===== src/rtl/ks10MemPkg.sv =====
// Shared widths, bus flag positions, MSR constants and structs for the KS10 memory controller
package ks10MemPkg;

   ////////////////////////////////////////////////////////////////////////////
   // Widths
   ////////////////////////////////////////////////////////////////////////////

   localparam int wordW      = 36;        // Backplane data word
   localparam int memAddrW   = 20;        // 1 MW of SRAM
   localparam int ssramAddrW = 23;        // Board address pins
   localparam int devW       = 4;
   localparam int ioAddrW    = 18;
   localparam int phaseW     = 4;         // Four clocks per bus cycle

   typedef logic [wordW-1:0]      wordT;
   typedef logic [wordW-1:0]      busAddrT;     // Flags 35..22, address below
   typedef logic [memAddrW-1:0]   memAddrT;
   typedef logic [ssramAddrW-1:0] ssramAddrT;   // Top 3 bits always zero
   typedef logic [devW-1:0]       devT;
   typedef logic [ioAddrW-1:0]    ioAddrT;
   typedef logic [phaseW-1:0]     phaseT;       // One-hot with bit 0 as phase 1

   // Flag positions in the bus address word (KS10 bit n is bit 35-n)
   localparam int flagRead   = 35;
   localparam int flagWrTest = 34;
   localparam int flagWrite  = 33;
   localparam int flagPhys   = 32;
   localparam int flagIo     = 31;
   localparam int devLsb     = 18;         // Base of the device field

   localparam phaseT phase1  = 4'b0001;    // Reset phase

   ////////////////////////////////////////////////////////////////////////////
   // Memory status register
   ////////////////////////////////////////////////////////////////////////////

   localparam devT    memDev       = 4'd0;
   localparam ioAddrT msrAddr      = 18'o100000;
   localparam wordT   msrWriteMask = 36'o777700000000;   // KS10 bits 0..11
   localparam int     msrPowerFail = 23;                 // KS10 bit 12
   localparam wordT   msrReset     = wordT'(1) << msrPowerFail;

   // Decoded bus cycle
   typedef struct packed {
      logic msrRead;
      logic msrWrite;
      logic memRead;
      logic memWrite;
      logic memWrTest;
      logic isIo;                          // Steers the read mux
   } cycleT;

   // SRAM pins that the controller actually drives
   typedef struct packed {
      logic      weN;
      logic      dataOe;
      ssramAddrT addr;
      wordT      dataOut;
   } ssramCtlT;

endpackage

===== src/rtl/ks10Mem.sv =====
// Top level of the memory subsystem; phase generator plus controller, for use on the bus
`timescale 1ns/1ps

module ks10Mem
(
   input  logic                 clk,
   input  logic                 arstN,
   input  logic                 busReq,
   input  ks10MemPkg::busAddrT  busAddr,
   input  ks10MemPkg::wordT     busDataIn,
   output logic                 busAck,
   output ks10MemPkg::wordT     busDataOut,
   output ks10MemPkg::phaseT    clkPhs,      // Masters align to phase 1
   output ks10MemPkg::ssramCtlT ssramCtl,
   input  ks10MemPkg::wordT     ssramDataIn
);

   clockPhase u_clockPhase (
      .clk   (clk),
      .arstN (arstN),
      .phase (clkPhs)
   );

   memController u_memController (
      .clk         (clk),
      .arstN       (arstN),
      .phase       (clkPhs),
      .busReq      (busReq),
      .busAddr     (busAddr),
      .busDataIn   (busDataIn),
      .busAck      (busAck),
      .busDataOut  (busDataOut),
      .ssramCtl    (ssramCtl),
      .ssramDataIn (ssramDataIn)
   );

endmodule


===== src/rtl/memController.sv =====
// Memory interface block; decodes bus cycles, holds the MSR, drives the SRAM and acknowledges
`timescale 1ns/1ps

module memController
(
   input  logic                 clk,
   input  logic                 arstN,
   input  ks10MemPkg::phaseT    phase,
   input  logic                 busReq,
   input  ks10MemPkg::busAddrT  busAddr,
   input  ks10MemPkg::wordT     busDataIn,
   output logic                 busAck,
   output ks10MemPkg::wordT     busDataOut,
   output ks10MemPkg::ssramCtlT ssramCtl,
   input  ks10MemPkg::wordT     ssramDataIn
);

   ks10MemPkg::cycleT cycle;
   ks10MemPkg::wordT  regStat;

   busDecode u_busDecode (
      .busReq  (busReq),
      .busAddr (busAddr),
      .cycle   (cycle)
   );

   memStatus u_memStatus (
      .clk       (clk),
      .arstN     (arstN),
      .phase     (phase),
      .msrWrite  (cycle.msrWrite),
      .busDataIn (busDataIn),
      .regStat   (regStat)
   );

   ssramPort u_ssramPort (
      .phase     (phase),
      .memWrite  (cycle.memWrite),
      .busAddr   (busAddr),
      .busDataIn (busDataIn),
      .ssramCtl  (ssramCtl)
   );

   // IO cycles only ever hit the MSR
   assign busDataOut = cycle.isIo ? regStat : ssramDataIn;

   // Any owned cycle acks in the same clock as the request
   assign busAck = cycle.msrRead | cycle.msrWrite
                 | cycle.memRead | cycle.memWrite | cycle.memWrTest;

endmodule


===== src/rtl/ssramPort.sv =====
// Forms the ZBT SRAM address, write enable and data drive from the bus cycle and phase
`timescale 1ns/1ps

module ssramPort
(
   input  ks10MemPkg::phaseT    phase,
   input  logic                 memWrite,
   input  ks10MemPkg::busAddrT  busAddr,
   input  ks10MemPkg::wordT     busDataIn,
   output ks10MemPkg::ssramCtlT ssramCtl
);

   ////////////////////////////////////////////////////////////////////////////
   // Address
   ////////////////////////////////////////////////////////////////////////////

   ks10MemPkg::memAddrT memAddr;
   logic                wrCmd;
   logic                wrData;

   assign memAddr = busAddr[ks10MemPkg::memAddrW-1:0];

   ////////////////////////////////////////////////////////////////////////////
   // Write timing
   ////////////////////////////////////////////////////////////////////////////

   // ZBT part takes the command in phase 2 and the data two edges later in phase 4
   assign wrCmd  = memWrite & phase[1];
   assign wrData = memWrite & phase[3];

   always_comb
   begin
      // Address every clock, so reads see data in phase 4
      ssramCtl.addr    = ks10MemPkg::ssramAddrT'(memAddr);   // Zero-extend to 23 bits
      ssramCtl.weN     = ~wrCmd;
      ssramCtl.dataOe  = wrData;
      ssramCtl.dataOut = wrData ? busDataIn : '0;            // Quiet when not driving
   end

endmodule


===== src/rtl/memStatus.sv =====
// Memory status register with masked writable field and a write-one-to-clear power-fail flag
`timescale 1ns/1ps

module memStatus
(
   input  logic              clk,
   input  logic              arstN,
   input  ks10MemPkg::phaseT phase,
   input  logic              msrWrite,
   input  ks10MemPkg::wordT  busDataIn,
   output ks10MemPkg::wordT  regStat
);

   ks10MemPkg::wordT wrBits;            // KS10 bits 0..11 only
   logic             powerFail;
   logic             load;

   // Commit at the edge that ends phase 4
   assign load = msrWrite & phase[3];

   always_ff @(posedge clk or negedge arstN)
   begin
      if (!arstN)
      begin
         wrBits    <= ks10MemPkg::msrReset & ks10MemPkg::msrWriteMask;
         powerFail <= ks10MemPkg::msrReset[ks10MemPkg::msrPowerFail];   // Set at power up
      end
      else if (load)
      begin
         wrBits <= busDataIn & ks10MemPkg::msrWriteMask;
         if (busDataIn[ks10MemPkg::msrPowerFail])
         begin
            powerFail <= 1'b0;          // W1C
         end
      end
   end

   // Unused bits read back as zero
   assign regStat = wrBits
                  | (ks10MemPkg::wordT'(powerFail) << ks10MemPkg::msrPowerFail);

endmodule


===== src/rtl/busDecode.sv =====
// Decodes the flag field of a bus address word into memory and MSR cycle strobes
`timescale 1ns/1ps

module busDecode
(
   input  logic                busReq,
   input  ks10MemPkg::busAddrT busAddr,
   output ks10MemPkg::cycleT   cycle
);

   logic               isRead;
   logic               isWrTest;
   logic               isWrite;
   logic               isPhys;
   logic               isIo;
   ks10MemPkg::devT    dev;
   ks10MemPkg::ioAddrT ioAddr;
   logic               msrHit;

   // Flag fields
   assign isRead   = busAddr[ks10MemPkg::flagRead];
   assign isWrTest = busAddr[ks10MemPkg::flagWrTest];
   assign isWrite  = busAddr[ks10MemPkg::flagWrite];
   assign isPhys   = busAddr[ks10MemPkg::flagPhys];
   assign isIo     = busAddr[ks10MemPkg::flagIo];
   assign dev      = busAddr[ks10MemPkg::devLsb +: ks10MemPkg::devW];
   assign ioAddr   = busAddr[ks10MemPkg::ioAddrW-1:0];

   // Physical IO to device 0 at address 100000
   assign msrHit = busReq & isIo & isPhys
                 & (dev == ks10MemPkg::memDev)
                 & (ioAddr == ks10MemPkg::msrAddr);

   always_comb
   begin
      cycle.msrRead   = msrHit & isRead;
      cycle.msrWrite  = msrHit & isWrite;
      // Memory needs only a request and no IO flag
      cycle.memRead   = busReq & ~isIo & isRead;
      cycle.memWrite  = busReq & ~isIo & isWrite;
      cycle.memWrTest = busReq & ~isIo & isWrTest;   // Read-like and never writes
      cycle.isIo      = isIo;                        // Mux select only
   end

endmodule


===== src/rtl/clockPhase.sv =====
// Rotating one-hot phase generator; the sole timing source for four-clock bus cycles
`timescale 1ns/1ps

module clockPhase
(
   input  logic              clk,
   input  logic              arstN,
   output ks10MemPkg::phaseT phase       // Bit 0 is phase 1
);

   // Phase 1 in the first clock after reset
   always_ff @(posedge clk or negedge arstN)
   begin
      if (!arstN)
      begin
         phase <= ks10MemPkg::phase1;
      end
      else
      begin
         // Rotate left and wrap from 4 to 1
         phase <= {phase[ks10MemPkg::phaseW-2:0], phase[ks10MemPkg::phaseW-1]};
      end
   end

endmodule


===== config.mk =====
export PLATFORM = sky130hd
export DESIGN_NAME = ks10Mem
export DESIGN_NICKNAME = d
export VERILOG_FILES = /design/src/rtl/ks10MemPkg.sv /design/src/rtl/ks10Mem.sv /design/src/rtl/memController.sv /design/src/rtl/ssramPort.sv /design/src/rtl/memStatus.sv /design/src/rtl/busDecode.sv /design/src/rtl/clockPhase.sv
export SDC_FILE = /design/constraint.sdc
export NUM_CORES = 1
export LEC_CHECK = 0
export ABC_AREA = 1
export BUFFER_PORTS_ARGS = -buffer_cell sky130_fd_sc_hd__buf_4
export CAP_MARGIN = 20
export CELL_PAD_IN_SITES_DETAIL_PLACEMENT = 1
export CELL_PAD_IN_SITES_GLOBAL_PLACEMENT = 1
export CORE_ASPECT_RATIO = 0.8
export CORE_MARGIN = 2
export CORE_UTILIZATION = 21
export DETAILED_ROUTE_END_ITERATION = 12
export GPL_TIMING_DRIVEN = 0
export HOLD_SLACK_MARGIN = 0.03
export PLACE_DENSITY_LB_ADDON = 0.1
export SKIP_LAST_GASP = 1
export SLEW_MARGIN = 20
export SYNTH_ARGS = -nofsm -noshare
export SYNTH_HDL_FRONTEND = slang
export SYNTH_SLANG_ARGS = --single-unit

===== constraint.sdc =====
create_clock -name clk -period 3.28 [get_ports clk]
set_input_delay 0.656 -clock clk [delete_from_list [all_inputs] [get_ports clk]]
set_output_delay 0.656 -clock clk [all_outputs]
set_load 0.01 [all_outputs]

Word-level counts from Yosys, hierarchy flattened:

Index checks and enable logic that the tools add are counted.

* register bits: 17
* output and inout port bits: 102
* input port bits: 111
* word-level logic and storage cells: 28

* multiplexer cells: 2
* reduce and logical (&&, ||, !) cells: 2
* bitwise operators: 20
* equal/unequal tests: 1

Operators with widths (number)
* $mux 36: 2
* $or 36x24->36: 1
* $eq 18x16->1 const B: 1
* $and 1x1->1: 13
* $logic_not 4->1: 1
* $or 1x1->1: 4
* $not 1->1: 2
* $reduce_and 2->1: 1

Logic depth before layout (Yosys ltp):

Gate-level depths: netlist of the first run.

* depth after elaboration: 9
* gate-level depth with buffers: 9
* mapped depth without buffers: 9

Cells and area by module:

From an unflattened synthesis of the first run, not the netlist that was laid out.

* cell total of the unflattened synthesis: 355
* area, all modules: 2230.9 µm²

By module, submodules not included
* memStatus: area each 705.7 µm², sequential area each 326.6 µm², instances 1, cells each 81
* memController: area each 650.6 µm², sequential area each 0.0 µm², instances 1, cells each 120
* ssramPort: area each 579.3 µm², sequential area each 0.0 µm², instances 1, cells each 103
* busDecode: area each 193.9 µm², sequential area each 0.0 µm², instances 1, cells each 47
* clockPhase: area each 101.3 µm², sequential area each 101.3 µm², instances 1, cells each 4

Least setup slack after synthesis of the first run:

No wires, ideal clock.

* kind: input port to output port
* start: input busAddr[31]
* end: output ssramCtl[15] (netlist bit)
* path slack: 1205 ps
* stages: 7
* arrival: 1419 ps
* required time: 2624 ps
* cells stage by stage: buf_4 -> inv_4 -> nand2_2 -> nor2_4 -> inv_2 -> buf_4 -> nor2_1

RTL lines
* start, declared: RTL line ks10Mem.sv:9 `input ks10MemPkg::busAddrT busAddr,`
* end, declared: RTL line ks10Mem.sv:14 `output ks10MemPkg::ssramCtlT ssramCtl,`

==> impl_metrics.yaml, run 1 <==
power:
  swShare_pct: 28.1
  irDropWorstVdd_uv: 147
  powerDensity_nw_per_um2: 181
  p_sw_w: 0.000177
  comb_power_share_pct: 41.8
  total_power_w: 0.000629
  p_int_w: 0.000452
  clkPwrFrac_pct: 24.8
  leakage_nw: 2.23
  seq_power_share_pct: 33.4
yosys:
  ys_ff_latch: 17
  ys_warn_count: 0
  ys_types: 25
  syn-cell-area_um2: 1780
  syn_area_per_cell_um2: 5.68
  synth_cells: 314
  synth_area_leader_cell: "dfrtp_1"
  yosysTopAreaCellShare_pct: 21.0
  synth.area.top_cells: "dfrtp_1 (21%), nor2_1 (17%), nand2_1 (16%)"
  yosysSeqAreaShare_pct: 24.0
cells_and_area:
  n_antenna_cell: 0
  stdcell_area_um2: 3480
  fin_cells: 632
  nets: 632
  layout-drive-gt1-share_pct: 49.6
  area_delta_synth_final_pct: 95.0
worst_setup_path:
  cp_top_family: "buffers and inverters"
  cp-start-kind: "input port"
  cpMostUsedCell: "buf_4"
  crit_type: "input port to output pin"
  crit_fanout: 10
  crit_path_end_kind: "output pin"
  cp_data_arrival_time_ns: 1.73
  cp_slowest_cell: "buf_4"
  worstPathCellList: "buf_4 > buf_4 > inv_4 > nand2_2 > nor2_4 > inv_2 > buf_4 > nor2_1 > buf_4"
  cp_num_buf_inv: 6
  critPathMaxStageDelay_ns: 0.18
  required_ns: 2.62
global_routing:
  grt_max_degree: 18
  grt.total_usage_pct: 14.9
  grt_pass1_wl_um: 11200
  overflow: 0
  grt_pass1_vias: 2422
  antenna_found_initial: 0
routing:
  drt_iter0_drc: 48
  viasPerCell: 3.88
  wire_per_inst_um: 11.4
  postRouteAntennaNets: 0
  drc: 0
  via_count: 2451
  totalWireLength_um: 7240
  drt-pass1-iter-count: 4
sta:
  setup_viol: 0
  slew_viol_final: 0
  hold_violations: 0
  tns_ns: 0
  fin_hold_ws_ns: 0.263
  rsz0062_at_grt: "no"
  post-route-min-period_ns: 2.38
  fmax_ghz: 0.419
  skew_ns: 0.00501
  period_share_pct: 72.7
placed_design:
  gp_congestion: 0.709
  dpl_cell_area_um2: 3430
  hpwlAfterDp_um: 6360
  dp_cells: 628
  portBuffers: 200
clock_tree:
  numCtsBuffers: 3
  cts_root_buffer: "clkbuf_8"
  clkSlewWorstSetupHoldPaths_ns: 0.07
  clock_sinks: 17
  cts-resized-gates: 0
  worstSkewPairLatency_ns: 0.25
  htreeDepth: 1
  clk_path_buf_depth: 2
  cts_tree: "built"
  cts_hold_buffers: 0
  postCtsSetupRepairBufs: 0
floorplanning:
  die_h_um: 86.4
  start_util_pct: 21.3
  ios: 213
  core.rowCount: 30
  die_area_um2: 9250
  core-area_um2: 8370
  fp.dieW_um: 107
flow_run:
  maxCapViolCount: 0
status:
  status: "finished, final reports clean"
hold_path:
  hold_path.class: "input port to asynchronous set/reset pin"
registers in the layout (all words and copies together), names as in the netlist:
name and cells:
u_memController.u_memStatus.powerFail 1, u_memController.u_memStatus.wrBits 12, u_clockPhase.phase 4
stage by stage:
| stage | util, % | setup slack (ns) |
|---|---|---|
| after floorplan | - | 1.20 |
| after global placement | 41.0 | 0.858 |
| after CTS | 41.6 | 0.858 |
| after global routing | 41.6 | 0.778 |
| after detailed placement | 41.0 | 0.854 |
| final | 41.6 | 0.896 |
logic make-up after synthesis:
kind of cell | after synthesis | share of synthesized area (%)
simple gates | 190 | 45.9
buf+inv | 105 | 29.7
flops | 17 | 24.0
compound gates | 1 | 0.280
other cells | 1 | 0.210
cell usage in the layout, fill, tap and decap left out, drive strengths merged:
| master | instances |
|---|---|
| buf | 232 |
| nor2 | 88 |
| conb | 3 |
| inv | 68 |
| nand3 | 16 |
| and2 | 3 |
| nand2 | 79 |
| o21ai | 1 |
| dfrtp | 15 |
| clkbuf | 7 |
| clkinv | 2 |
| nand3b | 1 |
| nand4 | 1 |
| dfstp | 2 |
| or2 | 2 |
Yosys cell counts:
cell type / count
nand3_2: 2
or2_0: 1
nand3b_2: 1
nand2_2: 4
clkbuf_1: 3
dfrtp_1: 15
nand4_1: 1
inv_1: 64
buf_2: 1
buf_6: 4
nand2_1: 75
and2_0: 1
conb_1: 1
inv_4: 1
dfstp_2: 2
clkinv_1: 2
or2_2: 1
nand3_1: 14
o21ai_0: 1
nor2_4: 4
nor2_2: 5
nor2_1: 79
buf_4: 27
and2_1: 2
inv_2: 3
routing by layer:
layer / part of all wire (%) / GRT usage, % / wire (µm)
met1: 41 / 17.6 / 2940
met2: 49 / 27.2 / 3580
met3: 9.6 / 5.34 / 697
met4: 0.25 / 0.708 / 18
met5: 0 / 0 / 0
worst reg2reg max path: cells and delay by family (launching register included):
family        cells  cell delay (ns)
buf+inv           2             0.34
flops             1             0.38
simple gates      4             0.34
layout make-up:
| type | instances | area, µm² |
|---|---|---|
| tap | 112 | 140 |
| clock buffer | 4 | 45.0 |
| buffer | 35 | 264 |
| fill | 1157 | 4890 |
| multi-input combinational | 194 | 835 |
| sequential | 17 | 428 |
| inverter | 70 | 265 |
| timing repair buffer | 200 | 1500 |
path summary, 6_finish.rpt:
kind	from	end	slack, ns	cells past startpoint
worst max-delay path	busAddr[31]	ssramCtl[17]	0.90	9
worst min-delay path	arstN	u_memController.u_memStatus.wrBits[26]	0.26	1
worst max register to register	u_clockPhase.phase[3]	u_memController.u_memStatus.wrBits[29]	2.09	6
worst min register to register	u_clockPhase.phase[2]	u_clockPhase.phase[3]	0.40	0
max in group asynchronous	arstN	u_clockPhase.phase[0]	2.76	1
min in group clk	u_clockPhase.phase[2]	u_clockPhase.phase[3]	0.40	0
power groups by stage:
stage | sequential [W] | combinational [W] | clock, W
2_1_floorplan | 0.000214 | 0.0000928 | 0
3_3_place_gp | 0.000214 | 0.000261 | 0
3_5_place_dp | 0.000214 | 0.000268 | 0
4_1_cts | 0.000210 | 0.000268 | 0.000163
5_1_grt | 0.000210 | 0.000290 | 0.000173
6_report | 0.000210 | 0.000263 | 0.000156
Note: power is estimated with default switching activity, not from simulation.
==> inputs of run 2 (changes only) <==
--- a/config.mk
+++ b/config.mk
@@ -5,14 +5,14 @@
 export SDC_FILE = /design/constraint.sdc
 export NUM_CORES = 1
 export LEC_CHECK = 0
-export ABC_AREA = 1
+export ABC_AREA = 0
 export BUFFER_PORTS_ARGS = -buffer_cell sky130_fd_sc_hd__buf_4
 export CAP_MARGIN = 20
 export CELL_PAD_IN_SITES_DETAIL_PLACEMENT = 1
 export CELL_PAD_IN_SITES_GLOBAL_PLACEMENT = 1
 export CORE_ASPECT_RATIO = 0.8
 export CORE_MARGIN = 2
-export CORE_UTILIZATION = 21
+export CORE_UTILIZATION = 17
 export DETAILED_ROUTE_END_ITERATION = 12
 export GPL_TIMING_DRIVEN = 0
 export HOLD_SLACK_MARGIN = 0.03
==> constraint.sdc (replaced) <==
create_clock -name clk -period 2.15 [get_ports clk]
set_input_delay 0.43 -clock clk [delete_from_list [all_inputs] [get_ports clk]]
set_output_delay 0.43 -clock clk [all_outputs]
set_load 0.01 [all_outputs]
==> impl_metrics.yaml, run 2 <==
status:
  status: "finished, final reports clean"
floorplanning:
  core.rowCount: 30
  ios: 213
  die_h_um: 87.6
  die_area_um2: 9500
  core-area_um2: 8480
  start_util_pct: 17.5
  fp.dieW_um: 108
cells_and_area:
  largest-register: "u_memController.u_memStatus.wrBits"
  fillers: 1055
  layout_common_cells: "buf_4 (225), and2_1 (36), nor2b_1 (23), mux2_2 (16), dfrtp_1 (15)"
  final_common_cell: "buf_4"
  register_area_um2: 428
  stdcell_area_um2: 3210
  largest_reg_flops: 12
  area_delta_synth_final_pct: 116
  fin_cells: 472
  n_antenna_cell: 0
  layout-drive-gt1-share_pct: 73.9
  multi_input_area_um2: 863
  nets: 472
  reg_top3: "u_memController.u_memStatus.wrBits: 12 flops, u_clockPhase.phase: 4 flops, u_memController.u_memStatus.powerFail: 1 flops"
sta:
  slew_viol_final: 0
  skew_ns: 0.00193
  period_share_pct: 95.6
  hold_violations: 0
  fmax_ghz: 0.487
  setup_viol: 0
  rsz0062_at_grt: "yes"
  post-route-min-period_ns: 2.06
worst_setup_path:
  crit_fanout: 10
  cpMostUsedCell: "buf_4"
  cp-start-kind: "input port"
  crit_path_end_kind: "output pin"
  crit_type: "input port to output pin"
  cp_slowest_cell: "mux2_2"
  worstPathCellList: "buf_4 > clkbuf_2 > buf_2 > mux2_2 > buf_4"
  cp_top_family: "buffers and inverters"
  critPathMaxStageDelay_ns: 0.38
  ff2ff_path_depth: 4
  cp_data_arrival_time_ns: 1.63
  cp_num_buf_inv: 4
  r2r_setup_slack_ns: 0.47
  required_ns: 1.72
  rr_startpoint: "u_clockPhase.phase[3]"
  worstReg2RegEnd: "u_memController.u_memStatus.wrBits[34]"
yosys:
  syn_area_per_cell_um2: 9.70
  syn-cell-area_um2: 1480
  synth_commonest_cells: "and2_1 (36), buf_4 (24), nor2b_1 (23)"
  synth_area_leader_cell: "dfrtp_1"
  ys_ff_latch: 17
  yosysMostFrequentCell: "and2_1"
  async_reset_ff_share_pct: 100
  synthFlopType: "dfrtp_1"
  synth_edf_count: 0
  synth.area.top_cells: "dfrtp_1 (25%), and2_1 (15%), buf_4 (12%)"
  ys_warn_count: 0
  yosysTopAreaCellShare_pct: 25.3
  ys_types: 26
  synth_cells: 153
  yosysSeqAreaShare_pct: 28.8
power:
  powerDensity_nw_per_um2: 286
  irDropWorstVdd_uv: 157
  total_power_w: 0.000918
  leakage_nw: 1.75
routing:
  drt_iter0_drc: 37
  drc: 0
  via_count: 1794
  totalWireLength_um: 6390
  postRouteAntennaNets: 0
  viasPerCell: 3.80
  wire_per_inst_um: 13.5
  drt-pass1-iter-count: 4
placed_design:
  dp_cells: 467
  gp_congestion: 0.702
  dpl_cell_area_um2: 3130
  portBuffers: 200
  hpwlAfterDp_um: 5530
clock_tree:
  clkSlewWorstSetupHoldPaths_ns: 0.07
  cts_tree: "built"
  numCtsBuffers: 3
  clock_sinks: 17
  cts_hold_buffers: 0
  worstSkewPairLatency_ns: 0.25
  clk_path_buf_depth: 2
  htreeDepth: 1
  cts_root_buffer: "clkbuf_8"
global_routing:
  grt_max_degree: 18
  overflow: 0
  antenna_found_initial: 0
  grt_pass1_wl_um: 9320
  grt.total_usage_pct: 12.3
  grt_pass1_vias: 1798
hold_path:
  hold_path.class: "input port to asynchronous set/reset pin"
flow_run:
  maxCapViolCount: 0
run 2: final cells by class:
type	instances	share of cell area [%]
tap	112	4.37
multi-input combinational	106	26.9
sequential	17	13.3
buffer	32	6.91
timing repair buffer	201	47.1
clock buffer	4	1.40
run 2: repair_timing:
action	CTS	global route
endpoints found under the hold margin	0	0
buffers inserted	0	1
endpoints found under the setup margin	43	30
gates resized for setup	7	1
pin swaps	1	1
run 2: report_power, final:
part,switching [W],internal [W]
Combinational,0.000122,0.000237
Clock,0.000108,0.000131
Sequential,0,0.000320
Total,0.000230,0.000688
run 2: worst max-delay path by stage:
stage                                from              to  slack [ns]  cells past startpoint
detailed placement            busAddr[31]  busDataOut[32]       -0.37                      5
CTS                           busAddr[19]          busAck        0.03                      6
floorplan                     busAddr[19]          busAck        0.25                      4
global route        u_clockPhase.phase[3]    ssramCtl[23]       -0.07                      5
finish                        busAddr[31]  busDataOut[32]        0.09                      5
global placement              busAddr[31]  busDataOut[31]       -0.34                      5
run 2: cells by family (layout without fill, tap and decap cells):
group / Yosys count / after routing / synth area share, %
buffers and inverters: 32 / 237 / 14.7
multiplexers: 25 / 25 / 21.2
AO/OA/AOI/OAI: 3 / 3 / 1.18
other: 1 / 3 / 0.253
AND/OR/NAND/NOR: 75 / 75 / 33.8
flip-flops: 17 / 17 / 28.8
run 2: metal layers:
| metal | GRT usage, % | vias to the layer above | routed length, µm |
|---|---|---|---|
| li1 | - | 887 | - |
| met1 | 14.8 | 819 | 2460 |
| met2 | 22.5 | 86 | 3230 |
| met3 | 3.72 | 2 | 672 |
| met4 | 1.40 | 0 | 27 |
| met5 | 0 | - | 0 |
run 2: stage by stage:
stage	setup TNS [ns]	setup slack [ns]	util (%)	hold WS [ns]
2_1_floorplan	0	0.246	-	0.134
4_1_cts	0	0.0259	37.7	0.0363
5_1_grt	-1.10	-0.0737	37.8	0.0368
6_report	0	0.0948	37.8	0.0346
3_3_place_gp	-8.18	-0.343	36.9	0.315
3_5_place_dp	-8.95	-0.372	36.9	0.312
==> inputs of run 3 (changes only) <==
--- a/config.mk
+++ b/config.mk
@@ -14,8 +14,7 @@
 export CORE_MARGIN = 2
 export CORE_UTILIZATION = 17
 export DETAILED_ROUTE_END_ITERATION = 12
-export GPL_TIMING_DRIVEN = 0
-export HOLD_SLACK_MARGIN = 0.03
+export HOLD_SLACK_MARGIN = 0.05
 export PLACE_DENSITY_LB_ADDON = 0.1
 export SKIP_LAST_GASP = 1
 export SLEW_MARGIN = 20
==> impl_metrics.yaml, run 3 (synthesized netlist as in run 2, its figures left out) <==
status:
  status: "finished, final reports clean"
cells_and_area:
  largest_reg_flops: 12
  layout_common_cells: "buf_4 (204), and2_1 (36), nor2b_1 (23), mux2_2 (16), dfrtp_1 (15)"
  nets: 446
  area_delta_synth_final_pct: 106
  largest-register: "u_memController.u_memStatus.wrBits"
  fin_cells: 446
  finalCoreUtilization_pct: 36.1
  n_antenna_cell: 0
  final_common_cell: "buf_4"
  reg_top3: "u_memController.u_memStatus.wrBits: 12 flops, u_clockPhase.phase: 4 flops, u_memController.u_memStatus.powerFail: 1 flops"
  layout-drive-gt1-share_pct: 72.8
routing:
  viasPerCell: 3.87
  totalWireLength_um: 6310
  postRouteAntennaNets: 0
  drc: 0
  via_count: 1726
  drt_iter0_drc: 16
  drt-pass1-iter-count: 4
  wire_per_inst_um: 14.1
power:
  powerDensity_nw_per_um2: 292
  p_sw_w: 0.000227
  irDropWorstVdd_uv: 142
  clkPwrFrac_pct: 27.2
  leakage_nw: 1.64
  comb_power_share_pct: 36.9
  seq_power_share_pct: 35.8
  p_int_w: 0.000665
  total_power_w: 0.000893
  swShare_pct: 25.5
clock_tree:
  clkSlewWorstSetupHoldPaths_ns: 0.06
  clk_path_buf_depth: 2
  cts_tree: "built"
  htreeDepth: 1
  numCtsBuffers: 3
  worstSkewPairLatency_ns: 0.25
  cts_root_buffer: "clkbuf_8"
  clock_sinks: 17
sta:
  hold_violations: 0
  post-route-min-period_ns: 2.04
  fin_hold_ws_ns: 0.338
  skew_ns: 0.00622
  slew_viol_final: 0
  period_share_pct: 94.8
  setup_ws_ns: 0.111
  fmax_ghz: 0.491
  rsz0062_at_grt: "no"
  setup_viol: 0
floorplanning:
  ios: 213
  die_area_um2: 9500
  die_h_um: 87.6
  core-area_um2: 8480
  core.rowCount: 30
  start_util_pct: 17.5
  fp.dieW_um: 108
worst_setup_path:
  crit_fanout: 2
  required_ns: 1.72
  crit_path_end_kind: "output pin"
  cp-start-kind: "input port"
  rr_startpoint: "u_clockPhase.phase[3]"
  cp_data_arrival_time_ns: 1.61
  crit_type: "input port to output pin"
  crit_path_start: "busAddr[19]"
global_routing:
  antenna_found_initial: 0
  grt_pass1_wl_um: 9110
  grt.total_usage_pct: 12.2
  overflow: 0
  grt_pass1_vias: 1729
  grt_max_degree: 38
placed_design:
  portBuffers: 200
  gp_congestion: 0.695
  dp_cells: 440
  dp_slack_ns: -0.100
flow_run:
  maxCapViolCount: 0
hold_path:
  hold_path.class: "input port to flop"
  holdCritStartpoint: "busDataIn[23]"
==> run 3: cell count changes in the layout (fill, tap and decap cells not counted), moves of 2 or more <==
cell	delta
buf_2	-2
clkbuf_1	-4
buf_12	+2
buf_4	-21
==> run 3: critical path, cell delays in order <==
cell and delay, ns:
buf_4 0.12, nor4b_4 0.26, nand4_1 0.15, or3_4 0.40, o21ai_0 0.09, buf_4 0.15
==> run 3: worst paths after layout <==
path / endpoint / slack [ns] / depth (start not counted)
worst max register to register: u_memController.u_memStatus.wrBits[30] / 0.60 / 4
min in group asynchronous: u_memController.u_memStatus.wrBits[24] / 0.58 / 2
worst min register to register: u_clockPhase.phase[3] / 0.40 / 0
worst min-delay path: u_memController.u_memStatus.powerFail / 0.34 / 2
max in group asynchronous: u_memController.u_memStatus.powerFail / 1.31 / 2
worst max-delay path: busAck / 0.11 / 6
==> run 3: final cells by class <==
| cell class | count | area, µm² |
|---|---|---|
| clock buffers | 4 | 45.0 |
| flip-flops and latches | 17 | 428 |
| fillers | 1017 | 5420 |
| well taps | 112 | 140 |
| repair buffers | 207 | 1580 |
| multi-input cells | 106 | 867 |
==> run 3: what timing repair did <==
item                                    CTS  global route
hold endpoints to repair                 15             0
resized for setup                         2             1
endpoints found under the setup margin    1             1
pin swaps                                 1             1
hold buffers                              1             0
buffers inserted                          0             1
==> run 3: power groups by stage <==
| stage | Clock (W) | Combinational (W) | Sequential, W |
|---|---|---|---|
| 2_1_floorplan | 0 | 0.000114 | 0.000326 |
| 3_3_place_gp | 0 | 0.000327 | 0.000326 |
| 3_5_place_dp | 0 | 0.000331 | 0.000326 |
| 4_1_cts | 0.000264 | 0.000334 | 0.000320 |
| 5_1_grt | 0.000277 | 0.000357 | 0.000320 |
| 6_report | 0.000243 | 0.000330 | 0.000320 |
==> run 3: per-stage QoR <==
step	cell area [µm²]	TNS [ns]
floorplan	1490	0
global placement	2980	-0.0761
CTS	3050	0
global route	3060	0
detailed placement	2980	-0.100
finish	3060	0
==> run 3: per-layer routing <==
layer,vias up,wire length (µm),part of all wire (%),GRT usage (%)
li1,832,-,-,-
met5,-,0,0,0
met4,0,0,0,1.05
met3,0,590,9.4,3.27
met2,86,3240,51,22.6
met1,808,2470,39,14.7
